`src/common/dcache_pkg.sv`:
```
// Shared widths and channel structs of the write-through L1 data cache.
// Lines are fixed at four 32-bit words. The number of lines is a module
// parameter, so the index and tag fields are cut from the full address
// inside each module. Byte addresses are always 32 bits wide.
package dcache_pkg;

  localparam int XLEN           = 32;
  localparam int ADDR_W         = 32;
  localparam int WORDS_PER_LINE = 4;
  localparam int LINE_W         = XLEN * WORDS_PER_LINE;
  localparam int OFF_W          = $clog2(WORDS_PER_LINE);
  localparam int BE_W           = XLEN / 8;
  // address bits below the word offset and below the index
  localparam int BYTE_W         = $clog2(BE_W);
  localparam int LINE_OFF_W     = OFF_W + BYTE_W;

  typedef logic [ADDR_W-1:0] addr_t;
  typedef logic [XLEN-1:0]   word_t;
  typedef logic [LINE_W-1:0] line_t;
  typedef logic [BE_W-1:0]   be_t;

  //////////////////////////////////////////////////
  // core side requests
  //////////////////////////////////////////////////

  typedef struct packed {
    addr_t addr;
  } ld_req_t;

  typedef struct packed {
    addr_t addr;
    word_t data;
    be_t   be;
  } st_req_t;

  // reads are whole aligned lines, writes are single words
  typedef struct packed {
    logic  we;
    addr_t addr;
    word_t data;
    be_t   be;
  } mem_req_t;

  //////////////////////////////////////////////////
  // cache array ports
  //////////////////////////////////////////////////

  typedef struct packed {
    addr_t addr;
  } rd_port_t;

  typedef struct packed {
    logic  hit;
    word_t data;
  } rd_resp_t;

  // valid low invalidates the indexed line
  typedef struct packed {
    addr_t addr;
    line_t data;
    logic  valid;
  } cl_wr_t;

  typedef struct packed {
    addr_t addr;
    word_t data;
    be_t   be;
  } word_wr_t;

endpackage

```
`src/design/dcache_mem.sv`:
```
`timescale 1ns/1ps
// Tag, valid and data arrays of the direct mapped cache.
// One read is granted per cycle, the load port first. No grant is given
// while a line write is in progress. The response comes one cycle after
// the grant and is only meaningful in that cycle.
// A word write lands only if the line still holds the same tag.
module dcache_mem
  import dcache_pkg::*;
#(
  parameter int NumLines = 16
) (
  input  logic     clk_i,
  input  logic     rst_n_i,
  input  logic     ld_rd_req_i,
  input  rd_port_t ld_rd_i,
  output logic     ld_rd_gnt_o,
  output rd_resp_t ld_rd_o,
  input  logic     st_rd_req_i,
  input  rd_port_t st_rd_i,
  output logic     st_rd_gnt_o,
  output rd_resp_t st_rd_o,
  input  logic     cl_wr_vld_i,
  input  cl_wr_t   cl_wr_i,
  input  logic     word_wr_vld_i,
  input  word_wr_t word_wr_i
);

  localparam int IDX_W = $clog2(NumLines);
  localparam int TAG_W = ADDR_W - IDX_W - LINE_OFF_W;

  logic [NumLines-1:0] valid_q;
  logic [TAG_W-1:0]    tag_mem  [NumLines];
  word_t               data_mem [NumLines][WORDS_PER_LINE];

  logic [IDX_W-1:0] cl_idx;
  logic [IDX_W-1:0] wr_idx;
  logic [OFF_W-1:0] wr_off;
  logic             word_hit;

  assign cl_idx = cl_wr_i.addr[LINE_OFF_W +: IDX_W];
  assign wr_idx = word_wr_i.addr[LINE_OFF_W +: IDX_W];
  assign wr_off = word_wr_i.addr[BYTE_W +: OFF_W];

  // a refill of the same index in this cycle wins over the word update
  assign word_hit = valid_q[wr_idx]
                 && (tag_mem[wr_idx] == word_wr_i.addr[ADDR_W-1 -: TAG_W])
                 && !(cl_wr_vld_i && (cl_idx == wr_idx));

  //////////////////////////////////////////////////
  // read arbitration and tag compare
  //////////////////////////////////////////////////

  assign ld_rd_gnt_o = ld_rd_req_i && !cl_wr_vld_i;
  assign st_rd_gnt_o = st_rd_req_i && !ld_rd_req_i && !cl_wr_vld_i;

  function automatic rd_resp_t lookup(input addr_t addr);
    rd_resp_t         resp;
    logic [IDX_W-1:0] idx;
    idx       = addr[LINE_OFF_W +: IDX_W];
    resp.hit  = valid_q[idx] && (tag_mem[idx] == addr[ADDR_W-1 -: TAG_W]);
    resp.data = data_mem[idx][addr[BYTE_W +: OFF_W]];
    return resp;
  endfunction

  always_ff @(posedge clk_i) begin
    if (ld_rd_gnt_o) begin
      ld_rd_o <= lookup(ld_rd_i.addr);
    end
    if (st_rd_gnt_o) begin
      st_rd_o <= lookup(st_rd_i.addr);
    end
  end

  //////////////////////////////////////////////////
  // write ports
  //////////////////////////////////////////////////

  always_ff @(posedge clk_i or negedge rst_n_i) begin
    if (!rst_n_i) begin
      valid_q <= '0;
    end else if (cl_wr_vld_i) begin
      valid_q[cl_idx] <= cl_wr_i.valid;
    end
  end

  // invalidation only touches the valid bit
  always_ff @(posedge clk_i) begin
    if (cl_wr_vld_i && cl_wr_i.valid) begin
      tag_mem[cl_idx] <= cl_wr_i.addr[ADDR_W-1 -: TAG_W];
      for (int w = 0; w < WORDS_PER_LINE; w++) begin
        data_mem[cl_idx][w] <= cl_wr_i.data[w*XLEN +: XLEN];
      end
    end
    if (word_wr_vld_i && word_hit) begin
      for (int b = 0; b < BE_W; b++) begin
        if (word_wr_i.be[b]) begin
          data_mem[wr_idx][wr_off][b*8 +: 8] <= word_wr_i.data[b*8 +: 8];
        end
      end
    end
  end

endmodule

```
`src/design/dcache_load_ctrl.sv`:
```
`timescale 1ns/1ps
// Load port controller. A hit acks three cycles after the request is
// seen: request, grant, response and then ack. With the cache disabled
// every load goes straight to the miss unit.
// ld_ack_o stays high until the core drops ld_req_i.
module dcache_load_ctrl
  import dcache_pkg::*;
#(
  parameter int NumLines = 16
) (
  input  logic     clk_i,
  input  logic     rst_n_i,
  input  logic     cache_en_i,
  input  logic     ld_req_i,
  input  ld_req_t  ld_i,
  output logic     ld_ack_o,
  output word_t    ld_rdata_o,
  output logic     rd_req_o,
  output rd_port_t rd_o,
  input  logic     rd_gnt_i,
  input  rd_resp_t rd_i,
  output logic     miss_req_o,
  output addr_t    miss_addr_o,
  input  logic     miss_ack_i,
  input  line_t    miss_line_i
);

  localparam int IDX_W = $clog2(NumLines);
  localparam int TAG_W = ADDR_W - IDX_W - LINE_OFF_W;

  typedef enum logic [2:0] {
    IDLE,
    READ,
    COMPARE,
    MISS,
    RELEASE,
    ACK
  } state_e;

  state_e           state_q;
  state_e           state_d;
  addr_t            addr_q;
  word_t            rdata_q;
  logic [OFF_W-1:0] off;
  logic [IDX_W-1:0] idx;
  logic [TAG_W-1:0] tag;

  assign off = addr_q[BYTE_W +: OFF_W];
  assign idx = addr_q[LINE_OFF_W +: IDX_W];
  assign tag = addr_q[ADDR_W-1 -: TAG_W];

  // word address for the lookup, aligned line address for the refill
  assign rd_o.addr   = {tag, idx, off, {BYTE_W{1'b0}}};
  assign miss_addr_o = {tag, idx, {LINE_OFF_W{1'b0}}};

  assign rd_req_o   = (state_q == READ);
  assign miss_req_o = (state_q == MISS);
  assign ld_ack_o   = (state_q == ACK);
  assign ld_rdata_o = rdata_q;

  always_comb begin
    state_d = state_q;
    unique case (state_q)
      IDLE:    if (ld_req_i) state_d = cache_en_i ? READ : MISS;
      READ:    if (rd_gnt_i) state_d = COMPARE;
      COMPARE: state_d = rd_i.hit ? ACK : MISS;
      MISS:    if (miss_ack_i) state_d = RELEASE;
      RELEASE: if (!miss_ack_i) state_d = ACK;
      ACK:     if (!ld_req_i) state_d = IDLE;
      default: state_d = IDLE;
    endcase
  end

  always_ff @(posedge clk_i or negedge rst_n_i) begin
    if (!rst_n_i) begin
      state_q <= IDLE;
    end else begin
      state_q <= state_d;
    end
  end

  // pick the requested word out of the refill line
  always_ff @(posedge clk_i) begin
    if (state_q == IDLE && ld_req_i) begin
      addr_q <= ld_i.addr;
    end
    if (state_q == COMPARE) begin
      rdata_q <= rd_i.data;
    end
    if (state_q == MISS && miss_ack_i) begin
      rdata_q <= miss_line_i[off*XLEN +: XLEN];
    end
  end

endmodule

```
`src/design/dcache_store_ctrl.sv`:
```
`timescale 1ns/1ps
// Store port controller. Every store is written through to memory.
// A store miss never allocates a line.
// Stores issued while the cache is disabled do not update cached lines,
// so the cache should be flushed before it is enabled again.
// st_ack_o stays high until the core drops st_req_i.
module dcache_store_ctrl
  import dcache_pkg::*;
#(
  parameter int NumLines = 16
) (
  input  logic     clk_i,
  input  logic     rst_n_i,
  input  logic     cache_en_i,
  input  logic     st_req_i,
  input  st_req_t  st_i,
  output logic     st_ack_o,
  output logic     rd_req_o,
  output rd_port_t rd_o,
  input  logic     rd_gnt_i,
  input  rd_resp_t rd_i,
  output logic     wr_req_o,
  output st_req_t  wr_o,
  input  logic     wr_ack_i,
  output logic     word_wr_vld_o,
  output word_wr_t word_wr_o
);

  localparam int IDX_W = $clog2(NumLines);
  localparam int TAG_W = ADDR_W - IDX_W - LINE_OFF_W;

  typedef enum logic [2:0] {
    IDLE,
    WRITE,
    WDONE,
    READ,
    COMPARE,
    UPDATE,
    ACK
  } state_e;

  state_e  state_q;
  state_e  state_d;
  st_req_t st_q;

  assign rd_o.addr = {st_q.addr[ADDR_W-1 -: TAG_W],
                      st_q.addr[LINE_OFF_W +: IDX_W],
                      st_q.addr[BYTE_W +: OFF_W],
                      {BYTE_W{1'b0}}};

  assign wr_o     = st_q;
  assign wr_req_o = (state_q == WRITE);
  assign rd_req_o = (state_q == READ);
  assign st_ack_o = (state_q == ACK);

  assign word_wr_vld_o  = (state_q == UPDATE);
  assign word_wr_o.addr = st_q.addr;
  assign word_wr_o.data = st_q.data;
  assign word_wr_o.be   = st_q.be;

  //////////////////////////////////////////////////
  // state machine
  //////////////////////////////////////////////////

  // the tag is checked only once memory holds the new data, so a refill
  // that raced with this store cannot leave a stale word behind
  always_comb begin
    state_d = state_q;
    unique case (state_q)
      IDLE:    if (st_req_i) state_d = WRITE;
      WRITE:   if (wr_ack_i) state_d = WDONE;
      WDONE:   if (!wr_ack_i) state_d = cache_en_i ? READ : ACK;
      READ:    if (rd_gnt_i) state_d = COMPARE;
      COMPARE: state_d = rd_i.hit ? UPDATE : ACK;
      UPDATE:  state_d = ACK;
      ACK:     if (!st_req_i) state_d = IDLE;
      default: state_d = IDLE;
    endcase
  end

  always_ff @(posedge clk_i or negedge rst_n_i) begin
    if (!rst_n_i) begin
      state_q <= IDLE;
    end else begin
      state_q <= state_d;
    end
  end

  always_ff @(posedge clk_i) begin
    if (state_q == IDLE && st_req_i) begin
      st_q <= st_i;
    end
  end

endmodule

```
`src/design/dcache_missunit.sv`:
```
`timescale 1ns/1ps
// Miss unit. Owns the single memory port and the line write port.
// Priority is flush, then load refill, then store write-through. A flush
// starts only while both controllers are idle and then invalidates one
// index per cycle. The registered enable changes only while the unit is
// idle. Refills are allocated only with the cache enabled.
module dcache_missunit
  import dcache_pkg::*;
#(
  parameter int NumLines = 16
) (
  input  logic     clk_i,
  input  logic     rst_n_i,
  input  logic     enable_i,
  input  logic     flush_i,
  output logic     flush_ack_o,
  output logic     miss_o,
  output logic     cache_en_o,
  input  logic     ld_busy_i,
  input  logic     st_busy_i,
  input  logic     ld_miss_req_i,
  input  addr_t    ld_miss_addr_i,
  output logic     ld_miss_ack_o,
  output line_t    ld_miss_line_o,
  input  logic     st_wr_req_i,
  input  st_req_t  st_wr_i,
  output logic     st_wr_ack_o,
  output logic     cl_wr_vld_o,
  output cl_wr_t   cl_wr_o,
  output logic     mem_req_o,
  output mem_req_t mem_o,
  input  logic     mem_ack_i,
  input  line_t    mem_rdata_i
);

  localparam int IDX_W = $clog2(NumLines);

  typedef enum logic [2:0] {
    IDLE,
    FLUSH,
    LD_MEM,
    LD_RET,
    ST_MEM,
    ST_RET
  } state_e;

  state_e           state_q;
  state_e           state_d;
  logic             cache_en_q;
  logic             miss_q;
  logic             flush_ack_q;
  logic [IDX_W-1:0] flush_cnt_q;
  line_t            line_q;
  logic             flush_go;
  logic             flush_last;
  addr_t            ld_line_addr;
  addr_t            flush_addr;

  // flush_ack_q keeps a still-high flush_i from starting a second sweep
  assign flush_go   = flush_i && !flush_ack_q && !ld_busy_i && !st_busy_i;
  assign flush_last = &flush_cnt_q;

  assign ld_line_addr = {ld_miss_addr_i[ADDR_W-1:LINE_OFF_W], {LINE_OFF_W{1'b0}}};

  always_comb begin
    flush_addr = '0;
    flush_addr[LINE_OFF_W +: IDX_W] = flush_cnt_q;
  end

  //////////////////////////////////////////////////
  // arbitration and handshakes
  //////////////////////////////////////////////////

  always_comb begin
    state_d = state_q;
    unique case (state_q)
      IDLE: begin
        if (flush_go) state_d = FLUSH;
        else if (ld_miss_req_i) state_d = LD_MEM;
        else if (st_wr_req_i) state_d = ST_MEM;
      end
      FLUSH:   if (flush_last) state_d = IDLE;
      LD_MEM:  if (mem_ack_i) state_d = LD_RET;
      LD_RET:  if (!ld_miss_req_i && !mem_ack_i) state_d = IDLE;
      ST_MEM:  if (mem_ack_i) state_d = ST_RET;
      ST_RET:  if (!st_wr_req_i && !mem_ack_i) state_d = IDLE;
      default: state_d = IDLE;
    endcase
  end

  always_ff @(posedge clk_i or negedge rst_n_i) begin
    if (!rst_n_i) begin
      state_q     <= IDLE;
      cache_en_q  <= 1'b0;
      miss_q      <= 1'b0;
      flush_ack_q <= 1'b0;
      flush_cnt_q <= '0;
    end else begin
      state_q     <= state_d;
      miss_q      <= (state_q != LD_MEM) && (state_d == LD_MEM);
      flush_ack_q <= (state_q == FLUSH) && flush_last;
      if (state_q == IDLE) begin
        cache_en_q <= enable_i;
      end
      if (state_q == FLUSH) begin
        flush_cnt_q <= flush_cnt_q + 1'b1;
      end
    end
  end

  always_ff @(posedge clk_i) begin
    if (state_q == LD_MEM && mem_ack_i) begin
      line_q <= mem_rdata_i;
    end
  end

  assign cache_en_o     = cache_en_q;
  assign miss_o         = miss_q;
  assign flush_ack_o    = flush_ack_q;
  assign ld_miss_ack_o  = (state_q == LD_RET);
  assign ld_miss_line_o = line_q;
  assign st_wr_ack_o    = (state_q == ST_RET);

  //////////////////////////////////////////////////
  // memory port and line writes
  //////////////////////////////////////////////////

  assign mem_req_o = (state_q == LD_MEM) || (state_q == ST_MEM);

  always_comb begin
    mem_o = '0;
    if (state_q == ST_MEM) begin
      mem_o.we   = 1'b1;
      mem_o.addr = st_wr_i.addr;
      mem_o.data = st_wr_i.data;
      mem_o.be   = st_wr_i.be;
    end else begin
      mem_o.addr = ld_line_addr;
    end
  end

  // refill data goes into the array in the cycle memory acks
  assign cl_wr_vld_o = (state_q == FLUSH) || (state_q == LD_MEM && mem_ack_i && cache_en_q);

  always_comb begin
    if (state_q == FLUSH) begin
      cl_wr_o.addr  = flush_addr;
      cl_wr_o.data  = '0;
      cl_wr_o.valid = 1'b0;
    end else begin
      cl_wr_o.addr  = ld_line_addr;
      cl_wr_o.data  = mem_rdata_i;
      cl_wr_o.valid = 1'b1;
    end
  end

endmodule

```
`src/design/wt_dcache.sv`:
```
`timescale 1ns/1ps
// Write-through L1 data cache, direct mapped, four words per line.
// All core and memory channels use a four-phase req/ack handshake.
// NumLines must be a power of two, at least 2.
module wt_dcache
  import dcache_pkg::*;
#(
  parameter int NumLines = 16
) (
  input  logic     clk_i,
  input  logic     rst_n_i,
  input  logic     enable_i,
  input  logic     flush_i,
  output logic     flush_ack_o,
  output logic     miss_o,
  input  logic     ld_req_i,
  input  ld_req_t  ld_i,
  output logic     ld_ack_o,
  output word_t    ld_rdata_o,
  input  logic     st_req_i,
  input  st_req_t  st_i,
  output logic     st_ack_o,
  output logic     mem_req_o,
  output mem_req_t mem_o,
  input  logic     mem_ack_i,
  input  line_t    mem_rdata_i
);

  logic     cache_en;
  logic     ld_busy;
  logic     st_busy;
  logic     ld_rd_req;
  logic     ld_rd_gnt;
  rd_port_t ld_rd;
  rd_resp_t ld_rd_resp;
  logic     st_rd_req;
  logic     st_rd_gnt;
  rd_port_t st_rd;
  rd_resp_t st_rd_resp;
  logic     ld_miss_req;
  addr_t    ld_miss_addr;
  logic     ld_miss_ack;
  line_t    ld_miss_line;
  logic     st_wr_req;
  st_req_t  st_wr;
  logic     st_wr_ack;
  logic     cl_wr_vld;
  cl_wr_t   cl_wr;
  logic     word_wr_vld;
  word_wr_t word_wr;

  // a controller is busy from request until its ack is dropped
  assign ld_busy = ld_req_i || ld_ack_o;
  assign st_busy = st_req_i || st_ack_o;

  dcache_mem #(.NumLines(NumLines)) u_mem (
    .clk_i(clk_i), .rst_n_i(rst_n_i),
    .ld_rd_req_i(ld_rd_req), .ld_rd_i(ld_rd), .ld_rd_gnt_o(ld_rd_gnt), .ld_rd_o(ld_rd_resp),
    .st_rd_req_i(st_rd_req), .st_rd_i(st_rd), .st_rd_gnt_o(st_rd_gnt), .st_rd_o(st_rd_resp),
    .cl_wr_vld_i(cl_wr_vld), .cl_wr_i(cl_wr),
    .word_wr_vld_i(word_wr_vld), .word_wr_i(word_wr)
  );

  dcache_load_ctrl #(.NumLines(NumLines)) u_load_ctrl (
    .clk_i(clk_i), .rst_n_i(rst_n_i), .cache_en_i(cache_en),
    .ld_req_i(ld_req_i), .ld_i(ld_i), .ld_ack_o(ld_ack_o), .ld_rdata_o(ld_rdata_o),
    .rd_req_o(ld_rd_req), .rd_o(ld_rd), .rd_gnt_i(ld_rd_gnt), .rd_i(ld_rd_resp),
    .miss_req_o(ld_miss_req), .miss_addr_o(ld_miss_addr),
    .miss_ack_i(ld_miss_ack), .miss_line_i(ld_miss_line)
  );

  dcache_store_ctrl #(.NumLines(NumLines)) u_store_ctrl (
    .clk_i(clk_i), .rst_n_i(rst_n_i), .cache_en_i(cache_en),
    .st_req_i(st_req_i), .st_i(st_i), .st_ack_o(st_ack_o),
    .rd_req_o(st_rd_req), .rd_o(st_rd), .rd_gnt_i(st_rd_gnt), .rd_i(st_rd_resp),
    .wr_req_o(st_wr_req), .wr_o(st_wr), .wr_ack_i(st_wr_ack),
    .word_wr_vld_o(word_wr_vld), .word_wr_o(word_wr)
  );

  dcache_missunit #(.NumLines(NumLines)) u_missunit (
    .clk_i(clk_i), .rst_n_i(rst_n_i), .enable_i(enable_i),
    .flush_i(flush_i), .flush_ack_o(flush_ack_o), .miss_o(miss_o), .cache_en_o(cache_en),
    .ld_busy_i(ld_busy), .st_busy_i(st_busy),
    .ld_miss_req_i(ld_miss_req), .ld_miss_addr_i(ld_miss_addr),
    .ld_miss_ack_o(ld_miss_ack), .ld_miss_line_o(ld_miss_line),
    .st_wr_req_i(st_wr_req), .st_wr_i(st_wr), .st_wr_ack_o(st_wr_ack),
    .cl_wr_vld_o(cl_wr_vld), .cl_wr_o(cl_wr),
    .mem_req_o(mem_req_o), .mem_o(mem_o), .mem_ack_i(mem_ack_i), .mem_rdata_i(mem_rdata_i)
  );

endmodule

```
`config.mk`:
```
export PLATFORM = sky130hd
export DESIGN_NAME = wt_dcache
export DESIGN_NICKNAME = d
export VERILOG_FILES = /design/src/common/dcache_pkg.sv /design/src/design/dcache_mem.sv /design/src/design/dcache_load_ctrl.sv /design/src/design/dcache_store_ctrl.sv /design/src/design/dcache_missunit.sv /design/src/design/wt_dcache.sv
export SDC_FILE = /design/constraint.sdc
export NUM_CORES = 2
export LEC_CHECK = 0
export BUFFER_PORTS_ARGS = -buffer_cell sky130_fd_sc_hd__buf_2
export CORE_MARGIN = 3
export CORE_UTILIZATION = 50
export CTS_CLUSTER_DIAMETER = 40
export DETAILED_ROUTE_END_ITERATION = 6
export PLACE_DENSITY = 0.66
export SLEW_MARGIN = 20
export SYNTH_ARGS = -nofsm -noshare
export SYNTH_HDL_FRONTEND = slang
export SYNTH_HIERARCHICAL = 1
export SYNTH_SLANG_ARGS = --single-unit
```
`constraint.sdc`:
```
create_clock -name clk_i -period 18.67 [get_ports clk_i]
set_clock_uncertainty 0.05 [all_clocks]
set_input_delay 3.734 -clock clk_i [delete_from_list [all_inputs] [get_ports clk_i]]
set_output_delay 3.734 -clock clk_i [all_outputs]
set_load 0.005 [all_outputs]
```
# [After elaboration in Yosys (flattened, before gate mapping)]
# Memory sizes are Yosys's and may differ from the RTL's. A register that Yosys moved wholly into a read port is not among the register bits.
# Index checks and enable logic that the tools add are counted.
[op_classes] magnitude_cmp=7 bitwise_logic=386 eq_ne=31 n_div=0 n_mux=450 n_shift=1 addsub=1 n_mul=0 n_reduce_logical=43
[op_table] op="$mux 128" count=4
[op_table] op="$mux 1" count=398
[op_table] op="$or 1x1->1" count=384
[op_table] op="$demux 32 s2" count=4
[op_table] op="$mux 32" count=6
[op_table] op="$mux 161" count=1
[op_table] op="$shiftx 128x8->32" count=1
[op_table] op="$bmux 32 s2" count=1
[op_table] op="$mux 3" count=20
[op_table] op="$eq 24x24->1" count=2
[op_table] op="$mux 36" count=1
[op_table] op="$pmux 3 s6" count=2
[op_table] op="$mux 24" count=1
[op_table] op="$logic_and 1x1->1" count=23
[op_table] op="$eq 3x2->1 const B" count=7
[op_table] op="$eq 3x3->1 const B" count=7
[op_table] op="$pmux 3 s7" count=1
[op_table] op="$ne 2x2->1 const B" count=10
[op_table] op="$bwmux 16" count=1
[op_table] op="$mux 16" count=1
[op_table] op="$lt 4x5->1 const B" count=3
[op_table] op="$mux 4" count=3
[op_table] op="$reduce_and 5->1" count=2
[op_table] op="$eq 3x1->1 const B" count=3
[op_table] op="16 further kinds" count=33
[totals] romBits=0 in_bits=235 output_inout_bits=106 latch_bits=0 elab_cells=938 ff_bits=326 ram_bits=2432 memories=2
[memory_table] name="u_mem.data_mem" words=16 word_bits=128 rd=1 rd_ports_with_merged_regs=1 wr=2 line_no="dcache_mem.sv:33" rtl="word_t data_mem [NumLines][WORDS_PER_LINE];"
[memory_table] name="u_mem.tag_mem" words=16 word_bits=24 rd=2 rd_ports_with_merged_regs=2 wr=1 line_no="dcache_mem.sv:32" rtl="logic [TAG_W-1:0] tag_mem [NumLines];"

# [Longest topological paths before layout]
[depth] word_depth=13 depth_mapped=16 mapped_depth_nobuf=10

# [Hierarchy]
# Netlist, hierarchy kept.
[modules_own_cells] mod="dcache_mem" cells_per_inst=8379 seq_area_each_um2=75412.3 n_inst=1 area_per_inst_um2=150285.4
[modules_own_cells] mod="dcache_missunit" cells_per_inst=432 seq_area_each_um2=4093.9 n_inst=1 area_per_inst_um2=6097.1
[modules_own_cells] mod="dcache_load_ctrl" cells_per_inst=198 seq_area_each_um2=1936.9 n_inst=1 area_per_inst_um2=3509.6
[modules_own_cells] mod="dcache_store_ctrl" cells_per_inst=200 seq_area_each_um2=2117.0 n_inst=1 area_per_inst_um2=3065.4
[modules_own_cells] mod="wt_dcache" cells_per_inst=2 seq_area_each_um2=0.0 n_inst=1 area_per_inst_um2=12.5

# [Worst setup path before layout]
# No wires, ideal clock.
[synth_timing] kind="in2reg" from="input mem_ack_i" to="memory u_mem/data_mem[14][66] (netlist bit), data pin" slack_ns=0.139 arrival_ns=18.221 cell_stages=14 setup_time_ns=0.260 required_ns=18.360 path_buffers=4 path_cell_list="nor4bb_1 -> nand2_1 -> nand2_1 -> clkbuf_1 -> nand2_1 -> o41ai_1 -> a2111o_1 -> a2111oi_0 -> and4_1 -> buf_2 -> buf_4 -> buf_6 -> nand4_4 -> mux2_2"
[synth_rtl] element="start, declared" line_no="wt_dcache.sv:25" rtl="input logic mem_ack_i,"
[synth_rtl] element="end, declared" line_no="dcache_mem.sv:33"

==> flow_metrics.py <==
metrics = {
    "die": {
        "io_pins": 341,
        "die_y_um": 547,
        "start_util": 0.505,
        "rows": 197,
        "coreArea_mm2": 0.290,
        "fp.dieW_um": 547,
        "die-area_mm2": 0.299,
    },
    "sta": {
        "period_minus_slack_ns": 9.44,
        "fmax_mhz": 106,
        "drv_slew": 0,
        "rsz0062_at_grt": "false",
        "worstMarginPinSlew_ns": 1.26,
        "hold_viol_final": 0,
        "slew-limit-headroom": 0.160,
        "finalSetupViolations": 0,
        "period_share": 0.505,
        "whs_ns": 0.463,
        "fin_tns_setup_ns": 0,
    },
    "cells_and_area": {
        "regArea_mm2": 0.0826,
        "layout.nets": 8671,
        "post-route-util": 0.574,
        "multiInputGateArea_mm2": 0.0593,
        "area_growth_pct": 13.7,
        "layout-drive-gt1-share": 0.527,
        "fill_cells": 21700,
    },
    "grt": {
        "grt_start_max_net_pins": 124,
        "globalRouteOverflowTotal": 0,
        "grt_first_pass_wirelength_mm": 623,
        "grt_pass1_vias": 84300,
        "antenna_found_initial": 50,
        "groute.usage.overall": 0.287,
    },
    "clock_network": {
        "cts_sinks": 2756,
        "clkSlewWorstSetupHoldPaths_ns": 0.05,
        "cts_setup_buffers": 0,
        "clkLatencyLatePin_ns": 0.97,
        "cts_hold_buffers": 0,
        "clk_path_buf_depth": 4,
        "cts_tree": "built",
        "numCtsBuffers": 457,
        "cts_resized": 0,
        "htreeDepth": 5,
        "clockRootBuffer": "clkbuf_16",
    },
    "worst_setup_path": {
        "critPathLaunchType": "input pin",
        "reg2regPathDepth": 13,
        "rr_startpoint": "u_store_ctrl/rd_o[5]",
        "end_kind": "flip-flop",
        "cp_top_family": "simple AND/OR/NAND/NOR gates",
        "worstPathMaxFanout": 36,
        "cp_num_buf_inv": 5,
        "path_cells": "buf_2 -> nor4bb_4 -> buf_4 -> nand2_1 -> nand2_1 -> buf_4 -> nand2_1 -> o41ai_1 -> a2111o_1 -> a2111oi_0 -> and4_4 -> buf_4 -> buf_4 -> nand4_2 -> nand2_1",
        "regToRegEndpoint": "u_mem/data_mem[15][85]",
        "crit_type": "input pin to flip-flop",
        "arrival_ns": 9.97,
        "rrSetupSlack_ns": 9.83,
        "crit_path_max_incr_delay_ns": 0.92,
        "cp.required_ns": 19.20,
        "cpMaxStageDelayCell": "and4_4",
    },
    "worst_hold_path": {
        "hold_depth": 1,
        "hold_start": "u_missunit/flush_cnt_q[3]",
        "whs_endpoint": "u_missunit/flush_cnt_q[3]",
        "hold_class": "flip-flop to flip-flop",
    },
    "pwr": {
        "power.density_mw_per_mm2": 131,
        "irDropWorstVdd_mv": 0.104,
        "p_leak_nw": 59.1,
    },
    "outcome": {
        "status": "complete, no violations",
    },
    "drt": {
        "routed_via_density": 6.58,
        "top_layer": "met5",
        "ant_nets": 0,
        "drc": 0,
        "met1_length_mm": 175,
        "wl_met2_mm": 205,
        "vias": 83700,
        "routed_wl_mm": 436,
        "drt-pass1-iter-count": 5,
        "wl_met3_mm": 41.1,
        "wl_per_cell_um": 34.3,
        "drt-initial-drc-count": 10300,
    },
    "place": {
        "place_congestion": 0.840,
        "hpwl_mm": 264,
        "io_buffer_count": 338,
    },
    "logic_synthesis": {
        "synth.avg_cell_area_um2": 17.5,
        "synthCells": 8354,
        "syn_area_mm2": 0.146,
        "synth_nets": 8590,
        "yosysWarnings": 6,
    },
    "flow_run": {
        "max_cap_violations": 0,
    },
}
[sequential cells by signal, summed over array words and instances, names as in the netlist, 4 cells and up]
| signal | flops |
|---|---|
| u_store_ctrl/rd_o | 30 |
| u_mem/data_mem | 2048 |
| u_mem/valid_q | 16 |
| u_load_ctrl/addr_q | 30 |
| u_mem/tag_mem | 384 |
| u_missunit/ld_miss_line_o | 128 |
| u_missunit/flush_cnt_q | 4 |
| u_load_ctrl/ld_rdata_o | 32 |
| u_store_ctrl/word_wr_o | 38 |
| u_mem/ld_rd_o | 33 |
[power by group]
group / switching, W / leakage, nW / internal [W]
clock network: 0.00320 / 7.67 / 0.00548
registers: 0.000220 / 25.1 / 0.00791
logic: 0.00292 / 26.3 / 0.00201
[worst reg2reg max path, delay by kind of cell (launching register included)]
family | cells | cell delay [ns]
AOI/OAI and AO/OA | 3 | 1.87
DFF | 1 | 0.38
buffers and inverters | 5 | 3.74
muxes | 1 | 0.31
and+or+nand+nor | 4 | 2.12
[placed cells by master, fill, tap and decap left out, types with 109 or more instances in the layout]
cell type	n
clkbuf_16	461
buf_2	338
mux2_2	1928
buf_4	218
nor2b_1	109
mux4_2	1022
nand2_1	327
mux2_1	207
edfxtp_1	2724
nand4_4	240
nor2_1	277
[metal layers]
layer,up-vias,track usage
li1,34100,-
met1,44400,0.408
met2,4403,0.448
met3,784,0.0556
met4,20,0.0935
met5,-,0
[through the flow]
step | std cells | cell area, um^2 | total power [W] | worst slack (ns)
finish | 12700 | 166000 | 0.0217 | 9.23
global route | 12700 | 166000 | 0.0224 | 9.18
CTS | 12700 | 166000 | 0.0218 | 9.37
detailed placement | 11900 | 150000 | 0.0131 | 8.34
global placement | 11900 | 150000 | 0.0129 | 8.53
floorplan | 8354 | 146000 | 0.0115 | 0.139
[worst max-delay path by stage]
stage	startpoint	to	cells past startpoint
2_1_floorplan	mem_ack_i	u_mem/data_mem[14][66]	14
3_3_place_gp	mem_ack_i	u_mem/data_mem[15][80]	15
3_5_place_dp	mem_ack_i	u_mem/data_mem[15][87]	15
4_1_cts	mem_ack_i	u_mem/data_mem[15][85]	15
5_1_grt	mem_ack_i	u_mem/data_mem[15][85]	15
6_report	mem_ack_i	u_mem/data_mem[15][85]	15
[area by class of cell]
cell class                 count  share of cell area
sequential                  2756               0.496
multi-input combinational   4621               0.356
clock buffer                 496              0.0702
tap                         3880              0.0292
clock inverter               363              0.0255
timing repair buffer         568              0.0214
inverter                      31            0.000699
antenna                       10            0.000150
(Power assumes the default switching activity.)
